`src/hw/cpu_pkg.sv`:
```
package cpu_pkg;

    localparam int XLEN       = 32;
    localparam int REG_ADDR_W = 5;

    typedef enum logic [6:0] {
        OP     = 7'b0110011,
        OP_IMM = 7'b0010011,
        LOAD   = 7'b0000011,
        STORE  = 7'b0100011,
        BRANCH = 7'b1100011,
        JAL    = 7'b1101111
    } opcode_e;

    typedef enum logic [2:0] {
        ADD,
        SUB,
        AND,
        OR,
        XOR
    } alu_op_e;

    typedef struct packed {
        logic            valid;
        logic [XLEN-1:0] addr; // word address
        logic [XLEN-1:0] data;
    } imem_load_t;

    typedef struct packed {
        logic            valid;
        logic [XLEN-1:0] pc;
    } fetch_out_t;

    typedef struct packed {
        logic                  valid;
        logic [XLEN-1:0]       pc;
        logic                  arith;
        logic                  use_imm; // second operand is the immediate
        logic                  load;
        logic                  store;
        logic                  branch;
        logic                  jal;
        logic                  illegal;
        alu_op_e               alu_op;
        logic                  branch_ne;
        logic [XLEN-1:0]       rs1_val;
        logic [XLEN-1:0]       rs2_val;
        logic [XLEN-1:0]       imm;
        logic [REG_ADDR_W-1:0] rd;
        logic                  we;
    } decode_out_t;

    typedef struct packed {
        logic                  valid;
        logic [XLEN-1:0]       pc;
        logic                  load;
        logic                  store;
        logic                  illegal;
        logic [XLEN-1:0]       result; // alu value, memory address or link value
        logic [XLEN-1:0]       store_data;
        logic [REG_ADDR_W-1:0] rd;
        logic                  we;
        logic                  redirect;
        logic [XLEN-1:0]       target;
    } execute_out_t;

    typedef struct packed {
        logic                  valid;
        logic [XLEN-1:0]       pc;
        logic                  illegal;
        logic [REG_ADDR_W-1:0] rd;
        logic                  we;
        logic                  redirect;
        logic [XLEN-1:0]       target;
        logic [XLEN-1:0]       value;
    } mem_out_t;

    typedef struct packed {
        logic [XLEN-1:0]       pc;
        logic [REG_ADDR_W-1:0] rd;
        logic [XLEN-1:0]       value;
        logic                  we;
        logic                  illegal;
    } retire_t;

endpackage

```
`src/hw/fetch_stage.sv`:
```
`timescale 1ns/1ps

module fetch_stage #(
    parameter int MEM_WORDS = 256
) (
    input  logic                         clk,
    input  logic                         rst,
    input  logic                         start,
    input  logic                         next_pc_valid,
    input  logic [cpu_pkg::XLEN-1:0]     next_pc,
    output logic                         instr_rd,
    output logic [$clog2(MEM_WORDS)-1:0] instr_addr,
    output cpu_pkg::fetch_out_t          fetch_out
);
    import cpu_pkg::*;

    localparam int ADDR_W = $clog2(MEM_WORDS);

    logic [XLEN-1:0] pc;
    logic            queued; // a pc token waits to be fetched

    assign instr_rd   = queued;
    assign instr_addr = pc[ADDR_W+1:2];

    always_ff @(posedge clk) begin
        if (!rst) begin
            pc     <= '0;
            queued <= 1'b0;
        end else if (next_pc_valid) begin
            pc     <= next_pc; // token back from writeback
            queued <= 1'b1;
        end else if (start) begin
            queued <= 1'b1;
        end else if (instr_rd) begin
            queued <= 1'b0;
        end
    end

    // tag the returning instruction word with its pc
    always_ff @(posedge clk) begin
        if (!rst) begin
            fetch_out.valid <= 1'b0;
        end else begin
            fetch_out.valid <= instr_rd;
            fetch_out.pc    <= pc;
        end
    end

endmodule

```
`config.mk`:
```
export PLATFORM = sky130hd
export DESIGN_NAME = fetch_stage
export DESIGN_NICKNAME = d
export VERILOG_FILES = /design/src/hw/cpu_pkg.sv /design/src/hw/fetch_stage.sv
export SDC_FILE = /design/constraint.sdc
export NUM_CORES = 1
export LEC_CHECK = 0
export BUFFER_PORTS_ARGS = -buffer_cell sky130_fd_sc_hd__buf_2
export CORE_MARGIN = 2
export CORE_UTILIZATION = 45
export CTS_BUF_LIST = sky130_fd_sc_hd__clkbuf_8
export CTS_CLUSTER_DIAMETER = 200
export DETAILED_ROUTE_END_ITERATION = 8
export HOLD_SLACK_MARGIN = 0.02
export PLACE_DENSITY = 0.73
export SETUP_SLACK_MARGIN = 0.5
export SLEW_MARGIN = 5
export SYNTH_ARGS = -nofsm -noshare
export SYNTH_HDL_FRONTEND = slang
export SYNTH_SLANG_ARGS = --single-unit
export TNS_END_PERCENT = 5
```
`constraint.sdc`:
```
create_clock -name clk -period 2.2 [get_ports clk]
set_clock_uncertainty 0.2 [all_clocks]
set_input_delay 0.22 -clock clk [delete_from_list [all_inputs] [get_ports clk]]
set_output_delay 0.22 -clock clk [all_outputs]
set_load 0.02 [all_outputs]
```
==> results.rst <==
.. list-table::
   :header-rows: 1

   * - Metric
     - Value
   * - Unrepaired setup endpoints after global routing
     - false
   * - Total track usage
     - 15.6%
   * - Root Buffer Master
     - clkbuf_8
   * - Yosys synthesis warning count
     - 0
   * - Setup WS pre-CTS
     - 714 ps
   * - Worst Path Required
     - 1780 ps
   * - Number of antenna violations at the first check in global routing
     - 0
   * - NumNets Final
     - 291
   * - Net count of the mapped netlist
     - 183
   * - Core Box Area
     - 5040 sq um
   * - Number of antenna diodes
     - 0
   * - Worst hold endpoint
     - fetch_out[20]
   * - Total area of multi-input combinational cells
     - 534 sq um
   * - Arrival time reported for the critical path endpoint
     - 900 ps
   * - Maximum number of buffers from clock root to sink
     - 2
   * - Buffers & Inverters on Critical Path
     - 1
   * - Floorplan row count
     - 26
   * - Final Max Tran Viols
     - 0
   * - Die Y-Extent
     - 75.8 um
   * - Post-route fraction of the period consumed by the critical path
     - 59.9%
   * - Final number of hold-violating endpoints
     - 0
   * - Routed via count divided by cell count
     - 4.37
   * - Static leakage power
     - 1.45 nW
   * - Origin of the critical flop-to-flop path
     - pc[26]
   * - ANT nets after route
     - 0
   * - Synthesized instance count
     - 147
   * - Via count of the first global-routing pass
     - 1305
   * - Slew at the pin closest to its max-slew limit
     - 457 ps
   * - Crit path largest cell delay
     - 390 ps
   * - Effective utilization at floorplan
     - 46.0%
   * - Status
     - completed
   * - Synth Cell Area
     - 2320 sq um
   * - Remaining Overflow, GRT
     - 0
   * - Largest net degree at the start of global routing
     - 67
   * - Slowest CP cell
     - edfxtp_1
   * - Crit. End Element
     - output pin
   * - TritonCTS clock tree
     - done
   * - Share of the yosys chip area belonging to registers
     - 70.8%
   * - Instance area at placement
     - 2690 sq um
   * - R2R depth
     - 2
   * - Final non-filler cell area
     - 3190 sq um
   * - Fin crit period
     - 1320 ps
   * - Netlist cell types
     - 10
   * - Min-Delay Path Depth
     - 2
   * - Total vias in the final route
     - 1442
   * - Worst min-delay path startpoint
     - rst
   * - Storage cell area
     - 1640 sq um
   * - Htree depth
     - 3
   * - Setup TNS
     - 0 ps
   * - Latest clock arrival within the worst-skew pair
     - 330 ps
   * - Power density over the cells
     - 797 nW/um^2
   * - Max-cap violations
     - 0
   * - Routability Congestion
     - 0.696
   * - Filler cell count
     - 388
   * - Inserted Clock Buffers
     - 9
   * - Layout Area Growth over Synthesis
     - 37.6%
   * - Number of sinks driven by the clock tree
     - 66
   * - Most frequent cells in the layout
     - 77 x buf_2, 34 x dfxtp_1, 33 x dlygate4sd3_1
   * - Overall die area
     - 5740 sq um
   * - Critical path cell sequence
     - buf_2
   * - Smallest hold slack
     - 188 ps
   * - Commonest non-fill, non-tap cell in the layout
     - buf_2
   * - Worst supply voltage drop on vdd
     - 0.538 mV
   * - Startpoint types
     - flip-flop
   * - Final Worst Setup Slack
     - 883 ps
   * - Crit-path max FO
     - 1
   * - Wire length of the first global-routing pass
     - 6200 um
   * - Capture instance of the worst register-to-register path
     - pc[26]
   * - Number of register bits inferred by synthesis
     - 66
   * - Drt initial violations
     - 56
   * - Synthesized area divided by synthesized cell count
     - 15.8 sq um
   * - Max-slew headroom
     - 69.5%
   * - Top Ports
     - 78
   * - Setup-failing EPs final
     - 0
   * - Family of cells with the greatest summed delay on the critical path
     - flip-flops
   * - Worst min-delay path category
     - in -> reg
   * - Horizontal die dimension
     - 75.8 um
   * - Share of layout cells above drive strength 1
     - 34.6%
   * - Detailed-routing iteration count for the pre-antenna-repair pass
     - 4
   * - Final Total Pwr
     - 2.54 mW
   * - Number of buffers added on ports
     - 77
   * - Setup slack of the worst register-to-register path
     - 1360 ps
   * - Crit path kind
     - reg -> out
   * - Drt drc
     - 0
   * - Top achievable clock speed
     - 759 MHz
   * - WL final
     - 4240 um
   * - Wire per inst
     - 12.9 um
   * - Number of resized instances in the post-cts repair step
     - 0
   * - Clk pin slew, worst setup/hold paths
     - 70 ps
flip-flops by register name (all words and copies together), names as in the netlist:
name / flops
pc: 32
fetch_out: 33
instr_rd: 1
metrics by stage:
stage               utilization [%]  std cells
floorplan                         -        147
global placement               53.3        281
detailed placement             53.3        281
CTS                            63.3        330
global route                   63.3        330
finish                         63.3        330
worst reg2reg max path, cell delays in order, from the launching register on:
cell	delay (ps)
dfxtp_1	320
mux2i_1	160
nor2b_1	60
cell type report:
type / instances / share of cell area, %
Multi-Input combinational cell: 66 / 16.8
Sequential cell: 66 / 51.5
Timing Repair Buffer: 112 / 23.7
Clock inverter: 5 / 0.588
Clock buffer: 11 / 4.75
Tap cell: 70 / 2.75
per-layer routing:
metal	up-vias	wire length (um)	track usage (%)
met3	6	213	6.88
met4	0	60	8.77
met5	-	0	0
li1	717	-	-
met1	664	1840	18.2
met2	55	2130	23.9
cell usage after synthesis (all sizes together):
| library cell | count | area, sq um |
|---|---|---|
| and2 | 1 | 6.26 |
| o21a | 1 | 7.51 |
| nor2b | 32 | 200 |
| buf | 12 | 131 |
| clkbuf | 3 | 11.3 |
| mux2i | 32 | 320 |
| dfxtp | 34 | 681 |
| edfxtp | 32 | 961 |
worst max-delay path by stage:
stage,to,start,cells past startpoint,slack (ps)
2_1_floorplan,pc[0],next_pc_valid,4,1180
3_3_place_gp,pc[8],next_pc_valid,4,770
3_5_place_dp,pc[5],next_pc_valid,4,710
4_1_cts,fetch_out[18],fetch_out[18],1,880
5_1_grt,fetch_out[18],fetch_out[18],1,850
6_report,fetch_out[16],fetch_out[16],1,880
what timing repair did:
action                                 CTS  global route
endpoints found under the hold margin   33             0
hold buffers                            33             0
buffers inserted                         0             0
power breakdown:
group	total, mW	internal [mW]	switching, mW
Clock	0.855	0.450	0.404
Combinational	0.290	0.142	0.148
Sequential	1.40	1.37	0.0273
cells by family after synthesis:
group                  share of synthesized area, %
flip-flops                                     70.8
AND/OR/NAND/NOR                                8.90
multiplexers                                   13.8
buffers and inverters                          6.15
AO/OA/AOI/OAI                                 0.324
No activity file was read; power rests on OpenSTA's default activity.
