**config.mk**
```make
export PLATFORM = sky130hd
export DESIGN_NAME = register_file
export DESIGN_NICKNAME = d
export VERILOG_FILES = /design/src/hw/cpu_pkg.sv /design/src/hw/register_file.sv
export SDC_FILE = /design/constraint.sdc
export NUM_CORES = 2
export LEC_CHECK = 0
export ABC_CLOCK_PERIOD_IN_PS = 4170
export BUFFER_PORTS_ARGS = -buffer_cell sky130_fd_sc_hd__clkbuf_2
export CORE_ASPECT_RATIO = 0.7
export CORE_MARGIN = 2
export CORE_UTILIZATION = 50
export DETAILED_ROUTE_END_ITERATION = 8
export PLACE_DENSITY_LB_ADDON = 0.12
export SYNTH_ARGS = -nofsm -noshare
export SYNTH_HDL_FRONTEND = slang
export SYNTH_SLANG_ARGS = --single-unit
```
**constraint.sdc**
```tcl
create_clock -name clk -period 4.17 [get_ports clk]
set_input_delay 0.2085 -clock clk [delete_from_list [all_inputs] [get_ports clk]]
set_output_delay 0.2085 -clock clk [all_outputs]
set_load 0.03 [all_outputs]
```
**src/hw/cpu_pkg.sv**
```systemverilog
package cpu_pkg;

    localparam int XLEN       = 32;
    localparam int REG_ADDR_W = 5;

    typedef enum logic [6:0] {
        OP     = 7'b0110011,
        OP_IMM = 7'b0010011,
        LOAD   = 7'b0000011,
        STORE  = 7'b0100011,
        BRANCH = 7'b1100011,
        JAL    = 7'b1101111
    } opcode_e;

    typedef enum logic [2:0] {
        ADD,
        SUB,
        AND,
        OR,
        XOR
    } alu_op_e;

    typedef struct packed {
        logic            valid;
        logic [XLEN-1:0] addr; // word address
        logic [XLEN-1:0] data;
    } imem_load_t;

    typedef struct packed {
        logic            valid;
        logic [XLEN-1:0] pc;
    } fetch_out_t;

    typedef struct packed {
        logic                  valid;
        logic [XLEN-1:0]       pc;
        logic                  arith;
        logic                  use_imm; // second operand is the immediate
        logic                  load;
        logic                  store;
        logic                  branch;
        logic                  jal;
        logic                  illegal;
        alu_op_e               alu_op;
        logic                  branch_ne;
        logic [XLEN-1:0]       rs1_val;
        logic [XLEN-1:0]       rs2_val;
        logic [XLEN-1:0]       imm;
        logic [REG_ADDR_W-1:0] rd;
        logic                  we;
    } decode_out_t;

    typedef struct packed {
        logic                  valid;
        logic [XLEN-1:0]       pc;
        logic                  load;
        logic                  store;
        logic                  illegal;
        logic [XLEN-1:0]       result; // alu value, memory address or link value
        logic [XLEN-1:0]       store_data;
        logic [REG_ADDR_W-1:0] rd;
        logic                  we;
        logic                  redirect;
        logic [XLEN-1:0]       target;
    } execute_out_t;

    typedef struct packed {
        logic                  valid;
        logic [XLEN-1:0]       pc;
        logic                  illegal;
        logic [REG_ADDR_W-1:0] rd;
        logic                  we;
        logic                  redirect;
        logic [XLEN-1:0]       target;
        logic [XLEN-1:0]       value;
    } mem_out_t;

    typedef struct packed {
        logic [XLEN-1:0]       pc;
        logic [REG_ADDR_W-1:0] rd;
        logic [XLEN-1:0]       value;
        logic                  we;
        logic                  illegal;
    } retire_t;

endpackage

```
**src/hw/register_file.sv**
```systemverilog
`timescale 1ns/1ps

module register_file (
    input  logic                           clk,
    input  logic                           rst,
    input  logic [cpu_pkg::REG_ADDR_W-1:0] rs1_addr,
    input  logic [cpu_pkg::REG_ADDR_W-1:0] rs2_addr,
    output logic [cpu_pkg::XLEN-1:0]       rs1_data,
    output logic [cpu_pkg::XLEN-1:0]       rs2_data,
    input  logic                           wr_en,
    input  logic [cpu_pkg::REG_ADDR_W-1:0] wr_addr,
    input  logic [cpu_pkg::XLEN-1:0]       wr_data
);
    import cpu_pkg::*;

    logic [XLEN-1:0] regs [2**REG_ADDR_W];

    // x0 is cleared by reset and never written, so it reads zero
    assign rs1_data = regs[rs1_addr];
    assign rs2_data = regs[rs2_addr];

    always_ff @(posedge clk) begin
        if (!rst) begin
            for (int i = 0; i < 2**REG_ADDR_W; i++) begin
                regs[i] <= '0;
            end
        end else if (wr_en && wr_addr != '0) begin
            regs[wr_addr] <= wr_data;
        end
    end

endmodule

```
==> summary.md <==
| Metric | Value |
|---|---|
| Status | finished, final reports clean |
| Global-route wire length before repair | 278 mm |
| Top post-synthesis cells by area | edfxtp_1 (55%), mux2i_1 (18%), and2_1 (11%), a22oi_1 (2.6%), a22o_1 (2.0%) |
| WL final | 197 mm |
| Largest net degree at the start of global routing | 60 |
| Post-layout min period | 2.88 ns |
| Initial antenna violation count | 10 |
| CP arrival | 2.68 ns |
| Worst Tran Pin Value | 1.44 ns |
| Crit path largest cell delay | 0.50 ns |
| Setup ws final | 1.29 ns |
| Area Overhead vs Synth | 11.0% |
| Setup bufs post-CTS | 0 |
| Largest Register | regs |
| WP data required | 3.96 ns |
| Yosys cell types | 32 |
| Setup CP Type | input port to output pin |
| Buffers on Ports | 113 |
| Vias in the first global route | 38,000 |
| Core footprint | 111,000 sq um |
| Total CTS buffers | 102 |
| Synthesis-stage register bit count | 1,024 |
| Via count | 39,300 |
| Gp weighted congestion | 0.839 |
| Cell count after synthesis | 4,609 |
| Layout Cells excl Fill | 6,118 |
| Pint | 18.1 mW |
| Crit-path cells | buf_8 > buf_12 > buf_4 > mux2i_1 > nand2_1 > a31oi_1 > nand3_1 > clkbuf_2 |
| Hold Fails Final Rpt | 0 |
| Mapped Area | 55,700 sq um |
| Pwr dens | 399 nW/um^2 |
| Die width | 403 um |
| Syn. warnings | 0 |
| CP startpoint kind | input port |
| Max reg flops | 1,024 |
| Worst Path Max Fanout | 51 |
| # Max-Cap Violations | 0 |
| Seq/Total Area, Yosys | 55.2% |
| Leakage power | 24.1 nW |
| DRT antenna net count | 0 |
| Final setup fails | 0 |
| Vias per cell | 6.42 |
| Post-synth top area cell | edfxtp_1 |
| Nets | 4,631 |
| Drt first pass iters | 8 |
| Sum of negative setup slack | 0 ns |
| FP Rows | 102 |
| Element type at the critical path end | output pin |
| Seq pwr share | 49.5% |
| GRT Total Usage | 34.0% |
| CTS tree | yes |
| Share of cells above drive strength 1 | 10.8% |
| Clk sinks | 1,024 |
| Min-delay worst type | input port to register |
| Die height | 283 um |
| CTS clk-pin slew, worst paths | 0.06 ns |
| Slowest CP cell | buf_4 |
| RSZ-0062 raised after global routing | no |
| Top cell type's share of synthesized area | 55.2% |
| Fin crit share | 69.2% |
| Largest registers | regs: 1024 flops |
| Max-slew violations | 0 |
| Sw Ratio | 26.6% |
| Post-CTS Hold Buffers | 0 |
| Comb pwr share | 12.8% |
| Worst VDD drop | 0.000281 V |
| Starting density of the core | 50.4% |
| Total gr overflow | 0 |
| Residual DRC | 0 |
| Final core occ | 56.0% |
| CTS H-tree depth | 3 |
| Clock power share | 37.7% |
| Drt initial violations | 5,092 |
| Routed wire per std cell | 32.3 um |
| Fmax | 0.347 GHz |
| Hpwl dp | 113 mm |
| Slew headroom | 3.96% |
| Cts repair resizes | 0 |
| P_sw | 6.57 mW |
| Die ar. | 114,000 sq um |
| Clock root cell | clkbuf_16 |
| Avg Inst Size Synth | 12.1 sq um |
| Placed instance count | 5,933 |
| Clock Path Buffers | 3 |
| # IOs | 114 |
| Worst slack, placed | 1.12 ns |
[power groups by stage]
stage | registers [mW] | clock network (mW) | logic [mW]
floorplan | 12.3 | 0 | 1.94
global placement | 12.4 | 0 | 3.07
detailed placement | 12.4 | 0 | 3.10
CTS | 12.2 | 9.34 | 3.11
global route | 12.3 | 9.72 | 3.30
finish | 12.2 | 9.29 | 3.16
[layer usage]
metal  share of wire, %  vias up  GRT usage (%)  wire length [um]
met1                 42    19700           49.4             83500
met5             0.0066        -              0                13
met3                9.9      430           6.33             19600
li1                   -    16800              -                 -
met2                 44     2255           50.3             86000
met4                4.2        2           13.6              8220
[stage by stage]
| stage | power, mW | instance area, sq um | hold WS (ns) |
|---|---|---|---|
| after floorplan | 14.3 | 55800 | 0.407 |
| after global placement | 15.5 | 58600 | 0.934 |
| after detailed placement | 15.5 | 58600 | 0.928 |
| after CTS | 24.6 | 61900 | 0.182 |
| after global routing | 25.3 | 61900 | 0.245 |
| final | 24.7 | 61900 | 0.216 |
[kinds of logic (layout without fill, tap and decap cells)]
group           count (synthesis)  after routing  share of synthesized area [%]
flops                        1024           1024                           55.2
compound gates                607            607                           7.32
other cells                     1             34                        0.00673
buf+inv                       451            471                           3.71
mux                          1024           1024                           18.4
simple gates                 1502           1502                           15.4
[layout by cell type (no fill, tap or decap), types with 2 or more instances in the layout]
master      Yosys  routed
clkbuf_2       18     110
clkbuf_16       0     103
and2_1        994     992
or2_2           2       2
edfxtp_1     1024    1024
or3b_1          2       2
buf_8           0       2
inv_6           0       3
nor2_1         23       2
clkinv_1        0      32
mux2i_1      1024    1024
nor2_4          5      33
buf_12          0      45
nand2_1       196     194
clkinv_2        0      14
and2_4          0       2
a21oi_1       192     192
nand3b_1        3       3
diode_2         0       2
conb_1          1      32
bufinv_16       0      11
nor2b_4         0       4
nand2b_2        0       4
a22o_1        128     128
clkinvlp_4      0       2
buf_4          60     129
clkbuf_1      254      17
nand2_2         1       2
a22oi_1       192     192
nand3_1       193     193
o21ai_4         0      31
a31oi_1        64      64
nor3_1         64      64
[synthesized netlist by cell type]
cell,count
edfxtp_1,1024
mux2i_1,1024
and2_1,994
clkbuf_1,254
nand2_1,196
nand3_1,193
a21oi_1,192
a22oi_1,192
a22o_1,128
buf_2,82
a31oi_1,64
nor3_1,64
buf_4,60
buf_1,33
o21ai_0,31
nor2_1,23
clkbuf_2,18
nor2_2,7
nor2_4,5
nand2b_1,4
nor2b_1,4
buf_6,3
nand3b_1,3
or2_2,2
or3b_1,2
conb_1,1
inv_1,1
nand2_2,1
nand4_1,1
nand4b_1,1
or3_1,1
or3_4,1
[final timing paths]
path / startpoint / to / slack (ns) / depth (start not counted)
worst max-delay path: rs2_addr[1] / rs2_data[8] / 1.29 / 8
worst min-delay path: wr_data[12] / regs[13][12] / 0.22 / 2
[layout make-up]
type	instances	area, sq um
Sequential cell	1024	30700
Inverter	1	3.75
Fill cell	9102	48600
Multi-Input combinational cell	3165	23600
Tap cell	1456	1820
Timing Repair Buffer	287	2450
Antenna cell	2	5.00
Clock buffer	120	2640
Clock inverter	63	582
[worst max-delay path: cells and delay by family]
family                 cells  cell delay, ns
AO/OA/AOI/OAI              1            0.22
buffers and inverters      4            1.53
multiplexers               1            0.25
AND/OR/NAND/NOR            2            0.26
Power figures use the tool's default switching activity.
