[src/hw/cpu_pkg.sv]
package cpu_pkg;

    localparam int XLEN       = 32;
    localparam int REG_ADDR_W = 5;

    typedef enum logic [6:0] {
        OP     = 7'b0110011,
        OP_IMM = 7'b0010011,
        LOAD   = 7'b0000011,
        STORE  = 7'b0100011,
        BRANCH = 7'b1100011,
        JAL    = 7'b1101111
    } opcode_e;

    typedef enum logic [2:0] {
        ADD,
        SUB,
        AND,
        OR,
        XOR
    } alu_op_e;

    typedef struct packed {
        logic            valid;
        logic [XLEN-1:0] addr; // word address
        logic [XLEN-1:0] data;
    } imem_load_t;

    typedef struct packed {
        logic            valid;
        logic [XLEN-1:0] pc;
    } fetch_out_t;

    typedef struct packed {
        logic                  valid;
        logic [XLEN-1:0]       pc;
        logic                  arith;
        logic                  use_imm; // second operand is the immediate
        logic                  load;
        logic                  store;
        logic                  branch;
        logic                  jal;
        logic                  illegal;
        alu_op_e               alu_op;
        logic                  branch_ne;
        logic [XLEN-1:0]       rs1_val;
        logic [XLEN-1:0]       rs2_val;
        logic [XLEN-1:0]       imm;
        logic [REG_ADDR_W-1:0] rd;
        logic                  we;
    } decode_out_t;

    typedef struct packed {
        logic                  valid;
        logic [XLEN-1:0]       pc;
        logic                  load;
        logic                  store;
        logic                  illegal;
        logic [XLEN-1:0]       result; // alu value, memory address or link value
        logic [XLEN-1:0]       store_data;
        logic [REG_ADDR_W-1:0] rd;
        logic                  we;
        logic                  redirect;
        logic [XLEN-1:0]       target;
    } execute_out_t;

    typedef struct packed {
        logic                  valid;
        logic [XLEN-1:0]       pc;
        logic                  illegal;
        logic [REG_ADDR_W-1:0] rd;
        logic                  we;
        logic                  redirect;
        logic [XLEN-1:0]       target;
        logic [XLEN-1:0]       value;
    } mem_out_t;

    typedef struct packed {
        logic [XLEN-1:0]       pc;
        logic [REG_ADDR_W-1:0] rd;
        logic [XLEN-1:0]       value;
        logic                  we;
        logic                  illegal;
    } retire_t;

endpackage

[src/hw/writeback_stage.sv]
`timescale 1ns/1ps

module writeback_stage (
    input  logic                           clk,
    input  logic                           rst,
    input  cpu_pkg::mem_out_t              mem_out,
    output logic                           wr_en,
    output logic [cpu_pkg::REG_ADDR_W-1:0] wr_addr,
    output logic [cpu_pkg::XLEN-1:0]       wr_data,
    output logic                           retire_valid,
    output cpu_pkg::retire_t               retire,
    output logic                           next_pc_valid,
    output logic [cpu_pkg::XLEN-1:0]       next_pc
);
    import cpu_pkg::*;

    logic commit_we;

    assign commit_we = mem_out.we && (mem_out.rd != '0); // x0 writes are dropped

    always_ff @(posedge clk) begin
        if (!rst) begin
            wr_en         <= 1'b0;
            retire_valid  <= 1'b0;
            next_pc_valid <= 1'b0;
        end else begin
            wr_en         <= mem_out.valid && commit_we;
            retire_valid  <= mem_out.valid;
            next_pc_valid <= mem_out.valid && !mem_out.illegal; // illegal halts the core
        end
    end

    always_ff @(posedge clk) begin
        wr_addr <= mem_out.rd;
        wr_data <= mem_out.value;
        retire  <= '{pc: mem_out.pc, rd: mem_out.rd, value: mem_out.value,
                     we: commit_we, illegal: mem_out.illegal};
        next_pc <= mem_out.redirect ? mem_out.target : mem_out.pc + 32'd4;
    end

endmodule

[config.mk]
export PLATFORM = sky130hd
export DESIGN_NAME = writeback_stage
export DESIGN_NICKNAME = d
export VERILOG_FILES = /design/src/hw/cpu_pkg.sv /design/src/hw/writeback_stage.sv
export SDC_FILE = /design/constraint.sdc
export NUM_CORES = 1
export LEC_CHECK = 0
export ABC_AREA = 1
export BUFFER_PORTS_ARGS = -buffer_cell sky130_fd_sc_hd__buf_2
export CORE_AREA = 5 5 117 86
export CTS_BUF_LIST = sky130_fd_sc_hd__clkbuf_4 sky130_fd_sc_hd__clkbuf_8
export CTS_CLUSTER_SIZE = 10
export DETAILED_ROUTE_END_ITERATION = 16
export DIE_AREA = 0 0 122 91
export GPL_ROUTABILITY_DRIVEN = 1
export PLACE_DENSITY = 0.81
export SYNTH_ARGS = -nofsm -noshare
export SYNTH_HDL_FRONTEND = slang
export SYNTH_SLANG_ARGS = --single-unit
[constraint.sdc]
create_clock -name clk -period 1.15 [get_ports clk]
set_input_delay 0 -clock clk [delete_from_list [all_inputs] [get_ports clk]]
set_output_delay 0 -clock clk [all_outputs]
set_load 0.005 [all_outputs]
==> summary.md <==
| Metric | Value |
|---|---|
| Status | finished, final reports clean |
| Area of the multi-input gates | 0.00115 sq mm |
| Main combinational cell family by area after synthesis | simple AND/OR/NAND/NOR gates |
| Total GRT Usage | 25.7% |
| Worst-margin pin slew | 0.230 ns |
| Ports | 250 |
| Vias | 4076 |
| Die height | 91 microns |
| Share of synthesized cell area in and, or, nand and nor gates | 27.7% |
| Cell count after placement | 765 |
| Worst path max stage delay | 0.61 ns |
| Initial antenna violation count | 1 |
| Syn Area/Cell | 8.52 sq um |
| Syn. warnings | 0 |
| Largest net degree at the start of global routing | 21 |
| Synth Area in Adders | 0.343% |
| Post-synthesis sequential area ratio | 58.2% |
| Initial Util | 41.4% |
| Power Dens Cells | 1200 mW/mm^2 |
| CTS Root Cell | clkbuf_8 |
| Number of global-route vias before repair | 4258 |
| Max-Cap Viols | 0 |
| Mapped Area | 0.00365 sq mm |
| GRT overflow | 0 |
| Detail Route Antenna Nets | 0 |
| Yosys cell types | 22 |
| Total CTS buffers | 9 |
| Worst Setup End Kind | register |
| Area Growth Syn to Fin | 69.0% |
| Placer Congestion | 0.902 |
| Critical-path cell list | dlygate4sd3_1, buf_2, nand2_1, dlygate4sd3_1, nor2_1 |
| Compound-Gate Fraction of Synth Area | 1.96% |
| Maximum vdd drop | 0.00109 V |
| Critical path launch point type | input port |
| Relative slew slack | 84.5% |
| Cell row count | 29 |
| Core area | 0.00882 sq mm |
| Most frequent cells in the layout | 244 x buf_2, 138 x nand2_1, 111 x dlygate4sd3_1 |
| DP HPWL | 9600 microns |
| Fmax | 0.878 GHz |
| Leakage | 3.15 nW |
| Buffers & Inverters on Critical Path | 3 |
| Gate Count Post-Synth | 428 |
| Slew Limit Fails | 0 |
| Non-Filler Instances | 894 |
| Syn Nets | 536 |
| Seq. cell area | 0.00212 sq mm |
| First drt pass iteration count | 4 |
| RSZ-0062 raised after global routing | true |
| Finished Core Util | 69.9% |
| Hold Path Class | input port to register |
| CP arrival | 1.41 ns |
| Met3 usage | 9.25% |
| Hold_sp | mem_out[92] |
| CTS tree | built |
| Final Hold Vio Count | 0 |
| Crit path max fanout | 3 |
| Synth Register Bits | 106 |
| Dpl ws | -0.0491 ns |
| Die Area | 0.0111 sq mm |
| Total power draw | 0.00742 W |
| Hold path depth | 4 |
| Share of layout cells above drive strength 1 | 39.3% |
| Postcts setup bufs | 0 |
| First-pass GRT wire length | 22300 microns |
| Max Root-Sink Buffers | 2 |
| Crit path top cell by count | dlygate4sd3_1 |
| Commonest non-fill, non-tap cell in the layout | buf_2 |
| H-tree depth | 3 |
| Clk slew on worst S/H paths | 0.11 ns |
| Grt met2 use | 47.6% |
| Final net count | 872 |
| Iter 0 DRT Violations | 286 |
| CP required | 1.42 ns |
| Drt via density | 4.56 |
| Die Span X | 122 microns |
| Synth Area in XOR/XNOR | 0.721% |
| Wirelength per Cell | 16.3 microns |
| Grt met1 use | 26.7% |
| Worst path slowest cell | dlygate4sd3_1 |
| Detailed Route WL | 14600 microns |
| Post-synthesis mux area share | 0% |
| I/O Buffers | 249 |
| Setup Crit Path Kind | input port to register |
| PnR worst setup slack | 0.0111 ns |
| Endpoints failing setup | 0 |
| GRT Max-Usage Layer | met2 |
| Worst Hold Path EP | next_pc[20]$_DFF_P_ |
| # fillers | 661 |
| Clk sinks | 106 |
| Delay-heaviest family, CP | buffers and inverters |
| Min cycle time layout | 1.14 ns |
| Tcrit/Tclk final | 99.0% |
| Residual DRC | 0 |
[what timing repair did]
item | CTS | global route
hold buffers | 111 | 1
endpoints found under the hold margin | 106 | 1
endpoints found under the setup margin | 0 | 18
resized for setup | 0 | 19
[how the worst max path moves through the flow]
stage,endpoint,slack [ns],cells after the start,from
3_3_place_gp,next_pc[26]$_DFF_P_,0.0005,9,mem_out[74]
3_5_place_dp,next_pc[30]$_DFF_P_,-0.05,9,mem_out[74]
2_1_floorplan,next_pc[14]$_DFF_P_,0.19,8,mem_out[74]
6_report,wr_en$_SDFF_PN0_,0.01,5,mem_out[104]
5_1_grt,next_pc[31]$_DFF_P_,-0.01,9,mem_out[94]
4_1_cts,next_pc[29]$_DFF_P_,0.01,9,mem_out[95]
[layer usage]
metal / routed length, microns / part of all wire, %
met1: 5250 / 36
met2: 7560 / 52
met3: 1350 / 9.3
met4: 431 / 3.0
met5: 0 / 0
[metrics by stage]
step                hold slack [ns]  TNS [ns]  instance area, sq um
detailed placement            0.104    -0.229                  4800
global route                 0.0252   -0.0234                  6160
CTS                         0.00221         0                  6100
finish                       0.0244         0                  6160
global placement              0.103         0                  4800
floorplan                    0.0277         0                  3650
[area by class of cell]
class,instances,share of cell area (%)
Sequential cell,106,34.4
Antenna cell,1,0.0406
Timing Repair Buffer,369,39.7
Multi-Input combinational cell,252,18.7
Inverter,26,1.58
Tap cell,124,2.52
Clock buffer,10,2.13
Clock inverter,6,0.893
[kinds of logic (layout without fill, tap and decap cells)]
logic type | after synthesis | after routing
other | 0 | 1
adders and majority gates | 1 | 1
DFF | 106 | 106
buffers and inverters | 70 | 411
and+or+nand+nor | 234 | 234
AOI/OAI and AO/OA | 14 | 14
xor gates and xnor gates | 3 | 3
[power by group]
group	switching, W	total, W	internal (W)
Clock	0.00134	0.00220	0.000860
Combinational	0.000561	0.00124	0.000681
Sequential	0.0000835	0.00398	0.00390
Total	0.00198	0.00742	0.00544
[registers in the layout (all words and copies together) (netlist names)]
name / count
next_pc_valid: 1
wr_en: 1
retire_valid: 1
next_pc: 32
retire: 71
[synth_stat cells]
master | n | share of area, %
a31oi_1 | 1 | 0.17
ha_1 | 1 | 0.34
inv_1 | 25 | 2.6
nor2_2 | 3 | 0.51
a21oi_1 | 4 | 0.55
nor3_1 | 1 | 0.14
nand2_2 | 4 | 0.69
xor2_1 | 3 | 0.72
nand3_1 | 30 | 4.1
or2_0 | 1 | 0.17
clkbuf_1 | 5 | 0.51
nand2_1 | 139 | 14
buf_2 | 2 | 0.27
nand2_4 | 1 | 0.31
inv_2 | 1 | 0.10
o21ai_0 | 9 | 1.2
or2_2 | 2 | 0.34
dfxtp_1 | 106 | 58
buf_4 | 37 | 7.6
nor2_4 | 7 | 2.2
and2_1 | 3 | 0.51
nor2_1 | 43 | 4.4
No activity file was read; power rests on OpenSTA's default activity.
