**config.mk**
```make
export PLATFORM = sky130hd
export DESIGN_NAME = execute_stage
export DESIGN_NICKNAME = d
export VERILOG_FILES = /design/src/hw/cpu_pkg.sv /design/src/hw/execute_stage.sv
export SDC_FILE = /design/constraint.sdc
export NUM_CORES = 1
export LEC_CHECK = 0
export BUFFER_PORTS_ARGS = -buffer_cell sky130_fd_sc_hd__buf_2
export CORE_ASPECT_RATIO = 1.75
export CORE_MARGIN = 1.5
export CORE_UTILIZATION = 59
export DETAILED_ROUTE_END_ITERATION = 10
export PLACE_DENSITY = 0.87
export RECOVER_POWER = 50
export SYNTH_ARGS = -nofsm -noshare
export SYNTH_HDL_FRONTEND = slang
export SYNTH_SLANG_ARGS = --single-unit
export TNS_END_PERCENT = 20
```
**constraint.sdc**
```tcl
create_clock -name clk -period 8.29 [get_ports clk]
set_input_delay 1.2435 -clock clk [delete_from_list [all_inputs] [get_ports clk]]
set_output_delay 1.2435 -clock clk [all_outputs]
set_load 0.01 [all_outputs]
```
**src/hw/cpu_pkg.sv**
```systemverilog
package cpu_pkg;

    localparam int XLEN       = 32;
    localparam int REG_ADDR_W = 5;

    typedef enum logic [6:0] {
        OP     = 7'b0110011,
        OP_IMM = 7'b0010011,
        LOAD   = 7'b0000011,
        STORE  = 7'b0100011,
        BRANCH = 7'b1100011,
        JAL    = 7'b1101111
    } opcode_e;

    typedef enum logic [2:0] {
        ADD,
        SUB,
        AND,
        OR,
        XOR
    } alu_op_e;

    typedef struct packed {
        logic            valid;
        logic [XLEN-1:0] addr; // word address
        logic [XLEN-1:0] data;
    } imem_load_t;

    typedef struct packed {
        logic            valid;
        logic [XLEN-1:0] pc;
    } fetch_out_t;

    typedef struct packed {
        logic                  valid;
        logic [XLEN-1:0]       pc;
        logic                  arith;
        logic                  use_imm; // second operand is the immediate
        logic                  load;
        logic                  store;
        logic                  branch;
        logic                  jal;
        logic                  illegal;
        alu_op_e               alu_op;
        logic                  branch_ne;
        logic [XLEN-1:0]       rs1_val;
        logic [XLEN-1:0]       rs2_val;
        logic [XLEN-1:0]       imm;
        logic [REG_ADDR_W-1:0] rd;
        logic                  we;
    } decode_out_t;

    typedef struct packed {
        logic                  valid;
        logic [XLEN-1:0]       pc;
        logic                  load;
        logic                  store;
        logic                  illegal;
        logic [XLEN-1:0]       result; // alu value, memory address or link value
        logic [XLEN-1:0]       store_data;
        logic [REG_ADDR_W-1:0] rd;
        logic                  we;
        logic                  redirect;
        logic [XLEN-1:0]       target;
    } execute_out_t;

    typedef struct packed {
        logic                  valid;
        logic [XLEN-1:0]       pc;
        logic                  illegal;
        logic [REG_ADDR_W-1:0] rd;
        logic                  we;
        logic                  redirect;
        logic [XLEN-1:0]       target;
        logic [XLEN-1:0]       value;
    } mem_out_t;

    typedef struct packed {
        logic [XLEN-1:0]       pc;
        logic [REG_ADDR_W-1:0] rd;
        logic [XLEN-1:0]       value;
        logic                  we;
        logic                  illegal;
    } retire_t;

endpackage

```
**src/hw/execute_stage.sv**
```systemverilog
`timescale 1ns/1ps

module execute_stage (
    input  logic                  clk,
    input  logic                  rst,
    input  cpu_pkg::decode_out_t  decode_out,
    output cpu_pkg::execute_out_t execute_out
);
    import cpu_pkg::*;

    logic [XLEN-1:0] operand_b;
    logic [XLEN-1:0] alu_result;
    logic [XLEN-1:0] link;
    logic            equal;
    logic            taken;
    execute_out_t    nxt;

    assign operand_b = decode_out.use_imm ? decode_out.imm : decode_out.rs2_val;
    assign link      = decode_out.pc + 32'd4;
    assign equal     = (decode_out.rs1_val == decode_out.rs2_val);
    assign taken     = decode_out.branch && (decode_out.branch_ne ? !equal : equal);

    always_comb begin
        case (decode_out.alu_op)
            ADD:     alu_result = decode_out.rs1_val + operand_b;
            SUB:     alu_result = decode_out.rs1_val - operand_b;
            AND:     alu_result = decode_out.rs1_val & operand_b;
            OR:      alu_result = decode_out.rs1_val | operand_b;
            XOR:     alu_result = decode_out.rs1_val ^ operand_b;
            default: alu_result = decode_out.rs1_val + operand_b;
        endcase
    end

    always_comb begin
        nxt            = '0;
        nxt.valid      = decode_out.valid;
        nxt.pc         = decode_out.pc;
        nxt.load       = decode_out.load;
        nxt.store      = decode_out.store;
        nxt.illegal    = decode_out.illegal;
        nxt.result     = decode_out.jal ? link : alu_result; // loads and stores get the address
        nxt.store_data = decode_out.rs2_val;
        nxt.rd         = decode_out.rd;
        nxt.we         = decode_out.we;
        nxt.redirect   = decode_out.jal || taken;
        nxt.target     = decode_out.pc + decode_out.imm;
    end

    always_ff @(posedge clk) begin
        if (!rst) begin
            execute_out.valid <= 1'b0;
        end else begin
            execute_out <= nxt;
        end
    end

endmodule

```
==> summary.txt <==
Cells and area
  • # fillers: 1516
  • Area grow syn2layout: 17.84%
  • Largest register by flop count: execute_out
  • Max FFs per register: 139
  • Biggest registers after layout: execute_out: 139 flops
  • Share of layout cells above drive strength 1: 0.1565
  • Post-Layout Inst Area: 0.01351 mm2
  • NumNets Final: 1735

Clock tree
  • CTS tree: done
  • Clock H-tree levels: 4
  • Postcts setup bufs: 0
  • Maximum root-to-sink buffer count: 2
  • CTS clk-pin slew, worst paths: 70 ps
  • Clock sinks: 139
  • Clock root cell: clkbuf_16
  • CTS resizes: 0
  • CTS hold repair buffers: 0
  • Num CTS Buffers: 17

Setup path
  • Slowest cell delay on critical path: 560 ps
  • WP buf/inv: 2
  • Slowest CP cell: buf_4
  • CP max FO: 43
  • Crit. End Element: flip-flop
  • CP startpoint kind: input pin
  • WP data required: 8520 ps
  • Worst path arrival time: 5780 ps
  • Critical path cell sequence: buf_2, buf_4, nor4b_2, a22o_1, o2111ai_1, nor2_2, and4_1, nor2_1, xnor2_1, ha_1, nand2_1, o21ai_0, a21oi_1, nand2_1, o41ai_2, o21ai_1, a21oi_1, and3_1, nor3_1
  • Crit Path Class: input pin to flip-flop
  • CP top delay family: simple AND/OR/NAND/NOR gates

Pwr
  • Cell-internal power: 0.001643 W
  • Sequential share of power: 0.363
  • Comb pwr share: 0.319
  • Sw frac: 0.3343
  • Peak supply drop: 0.0001904 V
  • P_leak: 5.752 nW
  • PD cells: 182.7 mW/mm2
  • P_sw: 0.0008252 W
  • Clk pwr share: 0.318

Routing
  • Drt pass-1 iters: 8
  • Iter 0 DRT Violations: 1045
  • Final wirelength: 36760 um
  • # DRC: 0
  • Routed vias: 10650
  • Number of nets with antenna violations after routing: 0
  • Avg Vias per Cell: 6.202
  • Wirelength per Cell: 21.41 um

STA
  • Rel. slew slack: -1.604
  • Post-route minimum period: 5555 ps
  • Final period util: 0.6701
  • Final max-slew violation count: 70
  • Setup_tns: 0 ps
  • Worst Max-Slew Pin Slew: 3905 ps
  • Final setup margin: 2735 ps
  • Final Hold Viols: 0
  • Final setup fails: 0
  • Unrepaired setup endpoints after global routing: false
  • Fmax: 180.0 MHz

Yosys
  • Syn Inst Count: 1185
  • Share of synthesized flip-flops with an asynchronous set or reset: 0
  • Number of synthesized flops with an enable pin: 138
  • Number of distinct library cells after synthesis: 73
  • Ys flop type: edfxtp_1
  • Seq cells post-synth: 139
  • Mapped cell area: 0.01147 mm2
  • Warnings, synthesis: 0
  • Syn Nets: 1463
  • Syn_area_per_cell: 9.676 um2
  • Register area share after synthesis: 0.3632

GRT
  • Pin count of the biggest net entering global routing: 72
  • First-pass GRT wire length: 55080 um
  • Vias in the first global route: 10120
  • Antenna violations before repair: 5
  • Gr usage total: 0.3619
  • Total gr overflow: 0

Placed design
  • HPWL Detailed: 27800 um
  • DP Area: 0.01307 mm2
  • IO buf count: 285
  • DP Worst Slack: 2503 ps
  • GP Congestion: 0.9621

Floorplan
  • Die area: 0.02031 mm2
  • CORE AREA: 0.01911 mm2
  • Die extent in x: 108.4 um
  • IO Pins: 287
  • Std-Cell Rows: 67
  • Initial Util: 0.5999
  • Die height: 187.4 um

Status
  • Status: finished with violations
  • Failing checks: capacitance limit, slew limit

Job
  • Maxcap violations: 1

Worst hold path
  • Worst Hold Class: input pin to flip-flop
==> through the flow <==
step | total power (W) | util | std cells | hold WS (ps)
floorplan | 0.001394 | - | 1185 | 1342
global placement | 0.001657 | 0.6836 | 1679 | 1421
detailed placement | 0.001678 | 0.6836 | 1679 | 1422
CTS | 0.002461 | 0.7149 | 1711 | 977.9
global route | 0.002562 | 0.7068 | 1716 | 978.1
finish | 0.002469 | 0.7069 | 1717 | 987.8
==> cell type report <==
type	instances	area, um2	area share
Multi-Input combinational cell	915	6770	0.5011
Inverter	92	345.3	0.02556
Sequential cell	139	4164	0.3082
Clock buffer	17	425.4	0.03148
Clock inverter	15	172.7	0.01278
Antenna cell	6	15.01	0.001111
Timing Repair Buffer	292	1318	0.09751
Tap cell	241	301.5	0.02232
==> kinds of logic after synthesis <==
family	Yosys count	share of synthesized area
flip-flops	139	0.3632
buffers and inverters	131	0.04638
AND/OR/NAND/NOR	292	0.1255
adder cells (fa/ha/maj)	130	0.1432
AO/OA/AOI/OAI	305	0.1708
XOR/XNOR	145	0.1114
multiplexers	43	0.03961
==> cells in the mapped netlist (5+ instances only) <==
cell type	n	area share
o21ai_0	52	0.023
a21oi_1	100	0.044
clkbuf_1	29	0.0095
o21bai_1	7	0.0046
xor2_1	34	0.026
nor2b_1	9	0.0049
a31oi_1	12	0.0065
nand2b_1	9	0.0049
a221oi_1	7	0.0053
nand3_1	27	0.012
nand4_1	21	0.011
a211oi_1	18	0.012
buf_6	5	0.0049
o211ai_1	5	0.0033
nand2_1	70	0.023
o21ai_1	17	0.0074
and3_1	10	0.0055
xnor2_1	110	0.084
edfxtp_1	138	0.36
o21a_1	5	0.0033
a22oi_1	6	0.0039
a21o_1	34	0.022
ha_1	128	0.14
nor2_1	91	0.030
o221ai_1	6	0.0046
mux2i_1	37	0.032
inv_1	90	0.029
nor4_1	7	0.0038
nor3_1	20	0.0087
==> final timing paths <==
path  cells past startpoint            start          endpoint  slack [ps]
min                       1    decode_out[5]   execute_out[38]         990
max                      19  decode_out[111]  execute_out[100]        2730
==> placed cells by master, fill, tap and decap left out, types with 5 or more instances in the layout <==
cell	instances
nand4_1	21
a21o_1	34
nor3_1	20
a31oi_1	12
and3_1	10
diode_2	6
o211ai_1	5
a22oi_1	6
buf_2	156
inv_1	90
xnor2_1	110
o221ai_1	6
buf_4	7
a21oi_1	100
o21a_1	5
a221oi_1	7
nand3_1	27
o21bai_1	7
a211oi_1	18
nand2_1	70
clkbuf_16	17
nor4_1	7
edfxtp_1	138
clkbuf_1	129
o21ai_0	52
nor2_1	91
o21ai_1	17
clkinv_2	5
xor2_1	34
nor2b_1	9
ha_1	128
nand2b_1	9
mux2i_1	37
==> power groups by stage <==
stage          registers, W  clock network [W]  logic, W
2_1_floorplan      0.000950                  0  0.000444
3_3_place_gp       0.000902                  0  0.000755
3_5_place_dp       0.000906                  0  0.000772
4_1_cts            0.000893           0.000785  0.000783
5_1_grt            0.000902           0.000812  0.000847
6_report           0.000896           0.000784  0.000789
==> per-layer routing <==
| metal | global-route usage | vias to the layer above | wire [um] |
|---|---|---|---|
| li1 | - | 4857 | - |
| met4 | 0.2115 | 0 | 2124 |
| met5 | 0 | - | 0 |
| met2 | 0.6061 | 672 | 18000 |
| met3 | 0.04460 | 124 | 3213 |
| met1 | 0.4403 | 4996 | 13420 |
No activity file was read; power rests on OpenSTA's default activity.
