`src/hw/cpu_pkg.sv`:
```
package cpu_pkg;

    localparam int XLEN       = 32;
    localparam int REG_ADDR_W = 5;

    typedef enum logic [6:0] {
        OP     = 7'b0110011,
        OP_IMM = 7'b0010011,
        LOAD   = 7'b0000011,
        STORE  = 7'b0100011,
        BRANCH = 7'b1100011,
        JAL    = 7'b1101111
    } opcode_e;

    typedef enum logic [2:0] {
        ADD,
        SUB,
        AND,
        OR,
        XOR
    } alu_op_e;

    typedef struct packed {
        logic            valid;
        logic [XLEN-1:0] addr; // word address
        logic [XLEN-1:0] data;
    } imem_load_t;

    typedef struct packed {
        logic            valid;
        logic [XLEN-1:0] pc;
    } fetch_out_t;

    typedef struct packed {
        logic                  valid;
        logic [XLEN-1:0]       pc;
        logic                  arith;
        logic                  use_imm; // second operand is the immediate
        logic                  load;
        logic                  store;
        logic                  branch;
        logic                  jal;
        logic                  illegal;
        alu_op_e               alu_op;
        logic                  branch_ne;
        logic [XLEN-1:0]       rs1_val;
        logic [XLEN-1:0]       rs2_val;
        logic [XLEN-1:0]       imm;
        logic [REG_ADDR_W-1:0] rd;
        logic                  we;
    } decode_out_t;

    typedef struct packed {
        logic                  valid;
        logic [XLEN-1:0]       pc;
        logic                  load;
        logic                  store;
        logic                  illegal;
        logic [XLEN-1:0]       result; // alu value, memory address or link value
        logic [XLEN-1:0]       store_data;
        logic [REG_ADDR_W-1:0] rd;
        logic                  we;
        logic                  redirect;
        logic [XLEN-1:0]       target;
    } execute_out_t;

    typedef struct packed {
        logic                  valid;
        logic [XLEN-1:0]       pc;
        logic                  illegal;
        logic [REG_ADDR_W-1:0] rd;
        logic                  we;
        logic                  redirect;
        logic [XLEN-1:0]       target;
        logic [XLEN-1:0]       value;
    } mem_out_t;

    typedef struct packed {
        logic [XLEN-1:0]       pc;
        logic [REG_ADDR_W-1:0] rd;
        logic [XLEN-1:0]       value;
        logic                  we;
        logic                  illegal;
    } retire_t;

endpackage

```
`src/hw/memory_stage.sv`:
```
`timescale 1ns/1ps

module memory_stage #(
    parameter int MEM_WORDS = 256
) (
    input  logic                         clk,
    input  logic                         rst,
    input  cpu_pkg::execute_out_t        execute_out,
    output logic                         data_rd,
    output logic                         data_we,
    output logic [$clog2(MEM_WORDS)-1:0] data_addr,
    output logic [cpu_pkg::XLEN-1:0]     data_wdata,
    input  logic [cpu_pkg::XLEN-1:0]     data_rdata,
    output cpu_pkg::mem_out_t            mem_out
);
    import cpu_pkg::*;

    localparam int ADDR_W = $clog2(MEM_WORDS);

    mem_out_t stage_q;
    logic     load_q; // value comes from the data port

    assign data_rd    = execute_out.valid && execute_out.load;
    assign data_we    = execute_out.valid && execute_out.store;
    assign data_addr  = execute_out.result[ADDR_W+1:2];
    assign data_wdata = execute_out.store_data;

    always_ff @(posedge clk) begin
        if (!rst) begin
            stage_q.valid <= 1'b0;
            load_q        <= 1'b0;
        end else begin
            stage_q <= '{valid: execute_out.valid, pc: execute_out.pc,
                         illegal: execute_out.illegal, rd: execute_out.rd,
                         we: execute_out.we, redirect: execute_out.redirect,
                         target: execute_out.target, value: execute_out.result};
            load_q  <= data_rd;
        end
    end

    // load data lands together with the staged record
    always_comb begin
        mem_out = stage_q;
        if (load_q) begin
            mem_out.value = data_rdata;
        end
    end

endmodule

```
`config.mk`:
```
export PLATFORM = sky130hd
export DESIGN_NAME = memory_stage
export DESIGN_NICKNAME = d
export VERILOG_FILES = /design/src/hw/cpu_pkg.sv /design/src/hw/memory_stage.sv
export SDC_FILE = /design/constraint.sdc
export NUM_CORES = 1
export LEC_CHECK = 0
export ABC_CLOCK_PERIOD_IN_PS = 1250
export BUFFER_PORTS_ARGS = -buffer_cell sky130_fd_sc_hd__buf_2
export CAP_MARGIN = 15
export CORE_AREA = 2 2 122 124
export DETAILED_ROUTE_END_ITERATION = 6
export DIE_AREA = 0 0 124 126
export PLACE_DENSITY = 0.65
export REMOVE_ABC_BUFFERS = 1
export SLEW_MARGIN = 20
export SYNTH_ARGS = -nofsm -noshare
export SYNTH_HDL_FRONTEND = slang
export SYNTH_SLANG_ARGS = --single-unit
```
`constraint.sdc`:
```
create_clock -name clk -period 1.25 [get_ports clk]
set_input_delay 0.25 -clock clk [delete_from_list [all_inputs] [get_ports clk]]
set_output_delay 0.25 -clock clk [all_outputs]
set_load 0.05 [all_outputs]
```
==> flow_summary_export.csv, run 1 <==
group,metric,value,unit
logic_synthesis,synth_top_area_share,68.2,%
floorplanning,die_area,15600,um2
pwr,netSwitchingFraction,30.5,%
pwr,p_switching,2.73,mW
setup_path,slowest_delay,0.40,ns
setup_path,worstPathRequired,1.00,ns
logic_synthesis,yosysWarnings,0,
timing,slew_viol_final,0,
logic_synthesis,netlist_area,4580,um2
logic_synthesis,synth_area_per_cell,17.7,um2
pwr,clock_power_share,29.3,%
routing,vias,2470,
logic_synthesis,synth_area_leaders,"edfxtp_1 (68%), buf_4 (19%), mux2_4 (9.8%), buf_12 (1.3%), dfxtp_1 (0.87%)",
finish,nets,586,
routing,wl,10300,um
global_routing,grt_use_total,13.0,%
cts,cts_tree,"done",
setup_path,crit_path_start_kind,"flop",
routing,drcViolationCount,0,
placement,gp_congestion,0.674,
hold_path,min-delay-start,"execute_out[116]",
global_routing,grt_max_degree,60,
cts,cts_buffer_depth,2,
cts,cts_hold_buf,0,
timing,hold_ws,0.0747,ns
timing,finalSetupTns,-12.42,ns
floorplanning,rows,44,
global_routing,grt_pass1_wl,14200,um
floorplanning,die_w,124,um
timing,final.period_utilization,133,%
timing,min_period,1.66,ns
pwr,power.internal,6.21,mW
global_routing,grt_overflow_total,0,
logic_synthesis,yosysUniqueCellTypes,9,
setup_path,cp.arrival,1.41,ns
timing,worst_pin_slew,0.343,ns
setup_path,worst_path_max_delay_cell,"dfxtp_4",
pwr,p_leak,2.52,nW
cts,clk_pin_slew_worst_paths,0.07,ns
routing,postRouteAntennaNets,0,
cts,clock_sinks,106,
logic_synthesis,yosysSeqAreaShare,69.1,%
finish,drive_gt1_share,73.9,%
global_routing,grt_antenna_before_repair,0,
pwr,p_seq_share,47.9,%
floorplanning,core-area,14300,um2
routing,wl_per_cell,17.2,um
setup_path,crit_chain,"buf_12 > mux2_4 > buf_6",
finish,syn_to_final_growth,25.5,%
pwr,combPwrFrac,22.8,%
cts,htree_num_levels,3,
cts,cts_root_buf,"clkbuf_16",
cts,cts_buffers,9,
hold_path,min_path_cells,1,
setup_path,crit_type,"reg -> out",
pwr,p_per_area,1550,nW/um2
job,maxCapViolCount,0,
run_status,violations,"negative setup slack",
placement,port_buffers,255,
setup_path,critPathCaptureType,"primary output",
timing,finalSetupViolCount,32,
floorplanning,die_h,126,um
timing,maxSlewHeadroom,77.3,%
timing,max_freq,603,MHz
logic_synthesis,ys_ff_latch,106,
hold_path,hold_path_end,"mem_out[82]",
pwr,ir_drop,0.783,mV
timing,hold_violations,0,
placement,preCtsSetupSlack,-0.135,ns
timing,rsz0062_at_grt,"true",
finish,layout_commonest_cell,"buf_2",
finish,antennaDiodeCount,0,
global_routing,grt_pass1_vias,2597,
logic_synthesis,yosysTopAreaCell,"edfxtp_1",
run_status,status,"finished, violations left",
routing,drt_iter0_drc,52,
finish,final_cell_mix,"buf_2 (218), edfxtp_1 (104), mux2_4 (32)",
routing,viasPerCell,4.11,
timing,setup_ws,-0.408,ns
hold_path,hp-class,"in -> reg",
floorplanning,initial_core_util,32.0,%
setup_path,crit_fanout,14,
routing,firstDrtPassIters,4,
placement,hpwlAfterDp,8120,um
floorplanning,io_pins,320,
logic_synthesis,synthCells,259,
power groups by stage:
| stage | combinational [mW] | sequential (mW) | clock (mW) |
|---|---|---|---|
| detailed placement | 1.90 | 4.36 | 0 |
| finish | 2.03 | 4.28 | 2.62 |
| CTS | 2.04 | 4.28 | 2.73 |
| global route | 2.12 | 4.31 | 2.86 |
| global placement | 1.88 | 4.35 | 0 |
| floorplan | 0.545 | 5.05 | 0 |
through the flow:
step | utilization [%] | instance area, um2 | total power [mW] | cells
finish | 40.2 | 5750 | 8.93 | 601
global placement | 36.6 | 5240 | 6.23 | 585
CTS | 40.1 | 5740 | 9.06 | 601
global route | 40.2 | 5750 | 9.28 | 601
floorplan | - | 3660 | 5.59 | 142
detailed placement | 36.6 | 5240 | 6.26 | 585
synthesized netlist by cell type:
master	number
buf_4	113
edfxtp_1	104
mux2_4	30
and2_1	3
buf_12	3
dfxtp_1	2
mux2_2	2
and3_1	1
buf_6	1
worst max-delay path by stage:
stage,start,endpoint,slack (ns),cells past startpoint
global placement,load_q,mem_out[29],-0.12,3
detailed placement,load_q,mem_out[30],-0.14,3
global route,load_q,mem_out[24],-0.46,3
floorplan,load_q,mem_out[29],-0.91,1
CTS,load_q,mem_out[24],-0.45,3
finish,load_q,mem_out[25],-0.41,3
final cells by class:
class	instances	area (um2)
Fill cell	1329	8560
Sequential cell	106	3170
Timing Repair Buffer	260	1570
Multi-Input combinational cell	36	505
Tap cell	184	230
Clock buffer	9	225
Clock inverter	6	52.6
worst max-delay path: cells and delay by family (launching register included):
kind | cells | cell delay, ns
buf+inv | 2 | 0.34
flops | 1 | 0.40
mux | 1 | 0.32
layer usage:
metal | routed length [um] | track usage (%)
met2 | 4550 | 19.1
met5 | 71 | 3.62
met3 | 1700 | 8.70
met1 | 3840 | 14.1
met4 | 186 | 5.95
state kept, by name, summed over array words and instances (netlist names):
name	cells
load_q	1
stage_q	32
mem_out	73
logic make-up after synthesis:
family        synth area share [%]
buf+inv                       20.1
mux                           10.3
flops                         69.1
simple gates                 0.546
what timing repair did:
item / CTS / global route
hold endpoints to repair: 0 / 0
buffers inserted: 0 / 0
endpoints found under the setup margin: 33 / 35
gates cloned: 1 / 0
resized for setup: 65 / 4
Note: power is estimated with default switching activity, not from simulation.
==> run 2: changes to the inputs <==
--- a/config.mk
+++ b/config.mk
@@ -8,10 +8,12 @@
 export ABC_CLOCK_PERIOD_IN_PS = 1250
 export BUFFER_PORTS_ARGS = -buffer_cell sky130_fd_sc_hd__buf_2
 export CAP_MARGIN = 15
-export CORE_AREA = 2 2 122 124
+export CELL_PAD_IN_SITES_DETAIL_PLACEMENT = 1
+export CELL_PAD_IN_SITES_GLOBAL_PLACEMENT = 1
+export CORE_MARGIN = 1.5
+export CORE_UTILIZATION = 31
 export DETAILED_ROUTE_END_ITERATION = 6
-export DIE_AREA = 0 0 124 126
-export PLACE_DENSITY = 0.65
+export PLACE_DENSITY_LB_ADDON = 0.1
 export REMOVE_ABC_BUFFERS = 1
 export SLEW_MARGIN = 20
 export SYNTH_ARGS = -nofsm -noshare
==> flow_summary_export.csv, run 2 (synthesis gave the netlist of run 1 again) <==
group,metric,value,unit
run_status,violations,"negative setup slack",
global_routing,grt_pass1_wl,15700,um
setup_path,crit_path_start,"load_q",
global_routing,grt_antenna_before_repair,1,
pwr,p_per_area,1580,nW/um2
floorplanning,initial_core_util,31.6,%
finish,fin_cells,605,
placement,placed_cells,588,
cts,cts_hold_buf,0,
timing,max_freq,610,MHz
timing,worst_pin_slew,0.274,ns
cts,cts_root_buf,"clkbuf_16",
finish,layout_commonest_cell,"buf_2",
finish,drive_gt1_share,74.1,%
timing,rsz0062_at_grt,"true",
cts,clk_pin_slew_worst_paths,0.07,ns
finish,nets,589,
timing,hold_violations,0,
routing,vias,2499,
setup_path,crit_type,"reg -> out",
finish,multi_input_area,505,um2
run_status,status,"finished, violations left",
floorplanning,rows,44,
placement,gp_congestion,0.714,
pwr,ir_drop,0.712,mV
finish,final_cell_mix,"buf_2 (215), edfxtp_1 (104), buf_6 (33)",
finish,largest_reg_flops,73,
global_routing,grt_pass1_vias,2648,
routing,wl_met3,1630,um
timing,finalSetupViolCount,32,
setup_path,crit_chain,"buf_12 > mux2_4 > buf_6",
timing,slew_viol_final,0,
setup_path,critPathCaptureType,"primary output",
global_routing,grt_max_degree,45,
finish,register_area,3170,um2
global_routing,grt_use_total,13.9,%
finish,syn_to_final_growth,27.6,%
hold_path,hold_path_end,"stage_q[25]",
routing,wl_per_cell,17.7,um
timing,final.period_utilization,131,%
hold_path,hp-class,"in -> reg",
floorplanning,die_w,125,um
routing,viasPerCell,4.13,
placement,port_buffers,255,
setup_path,slowest_delay,0.41,ns
job,maxCapViolCount,0,
routing,postRouteAntennaNets,0,
cts,clock_sinks,106,
cts,cts_buffers,9,
routing,drcViolationCount,0,
timing,maxSlewHeadroom,81.8,%
routing,wl,10700,um
routing,met2_length,4570,um
routing,drt-met1-wl,4240,um
setup_path,crit_fanout,12,
finish,antennaDiodeCount,0,
timing,min_period,1.64,ns
setup_path,worst_path_max_delay_cell,"dfxtp_4",
global_routing,grt_overflow_total,0,
pwr,finalPower,9.26,mW
pwr,p_leak,2.57,nW
timing,setup_ws,-0.390,ns
hold_path,min-delay-start,"execute_out[96]",
finish,fillers,1538,
floorplanning,io_pins,320,
floorplanning,die_h,125,um
timing,finalSetupTns,-11.98,ns
cts,cts_tree,"done",
routing,drt_iter0_drc,55,
setup_path,cp.arrival,1.39,ns
cts,cts_buffer_depth,2,
routing,highest_layer,"met5",
floorplanning,die_area,15500,um2
cts,htree_num_levels,3,
routing,firstDrtPassIters,3,
setup_path,worstPathRequired,1.00,ns
floorplanning,core-area,14500,um2
setup_path,crit_path_start_kind,"flop",
hold_path,min_path_cells,1,
run 2: cell count changes in the layout (fill, tap and decap cells not counted), sizes merged:
cell    change
clkinv      -1
inv         +1
bufinv      +1
buf         +1
clkbuf      +2
run 2: worst max path at each step:
stage,endpoint,slack (ns)
detailed placement,mem_out[11],-0.10
CTS,mem_out[26],-0.44
finish,mem_out[11],-0.39
global route,mem_out[11],-0.44
floorplan,mem_out[29],-0.91
global placement,mem_out[28],-0.08
run 2: final cells by class:
| class | count | area share, % |
|---|---|---|
| repair buffers | 263 | 27.9 |
| flip-flops and latches | 106 | 54.2 |
| multi-input cells | 36 | 8.65 |
| well taps | 184 | 3.94 |
| clock buffers | 9 | 3.85 |
| clock inverters | 7 | 1.46 |
run 2: through the flow:
step,area [um2],util [%],hold WS [ns],worst slack [ns]
detailed placement,5260,36.3,0.428,-0.104
floorplan,3660,-,0.349,-0.910
finish,5850,40.4,0.0713,-0.390
CTS,5810,40.1,0.0523,-0.442
global placement,5260,36.3,0.427,-0.0796
global route,5850,40.4,0.0515,-0.438
run 2: metal layers:
metal,GRT usage (%),vias up
met3,9.32,17
met1,16.3,1153
li1,-,1120
met5,2.29,-
met2,19.4,205
met4,6.09,4
run 2: worst max-delay path: cells and delay by family, from the launching register on:
kind / cells / cell delay [ns]
buffers and inverters: 2 / 0.32
DFF: 1 / 0.41
muxes: 1 / 0.31
run 2: timing repair:
item                       in CTS  in global routing
setup buffers                   0                  0
cloned                          1                  0
gates resized for setup        69                 13
setup endpoints to repair      33                 39
run 2: power breakdown:
group / total (mW) / internal [mW] / switching, mW
sequential: 4.28 / 4.21 / 0.0748
clock: 2.93 / 1.59 / 1.34
combinational: 2.05 / 0.656 / 1.40
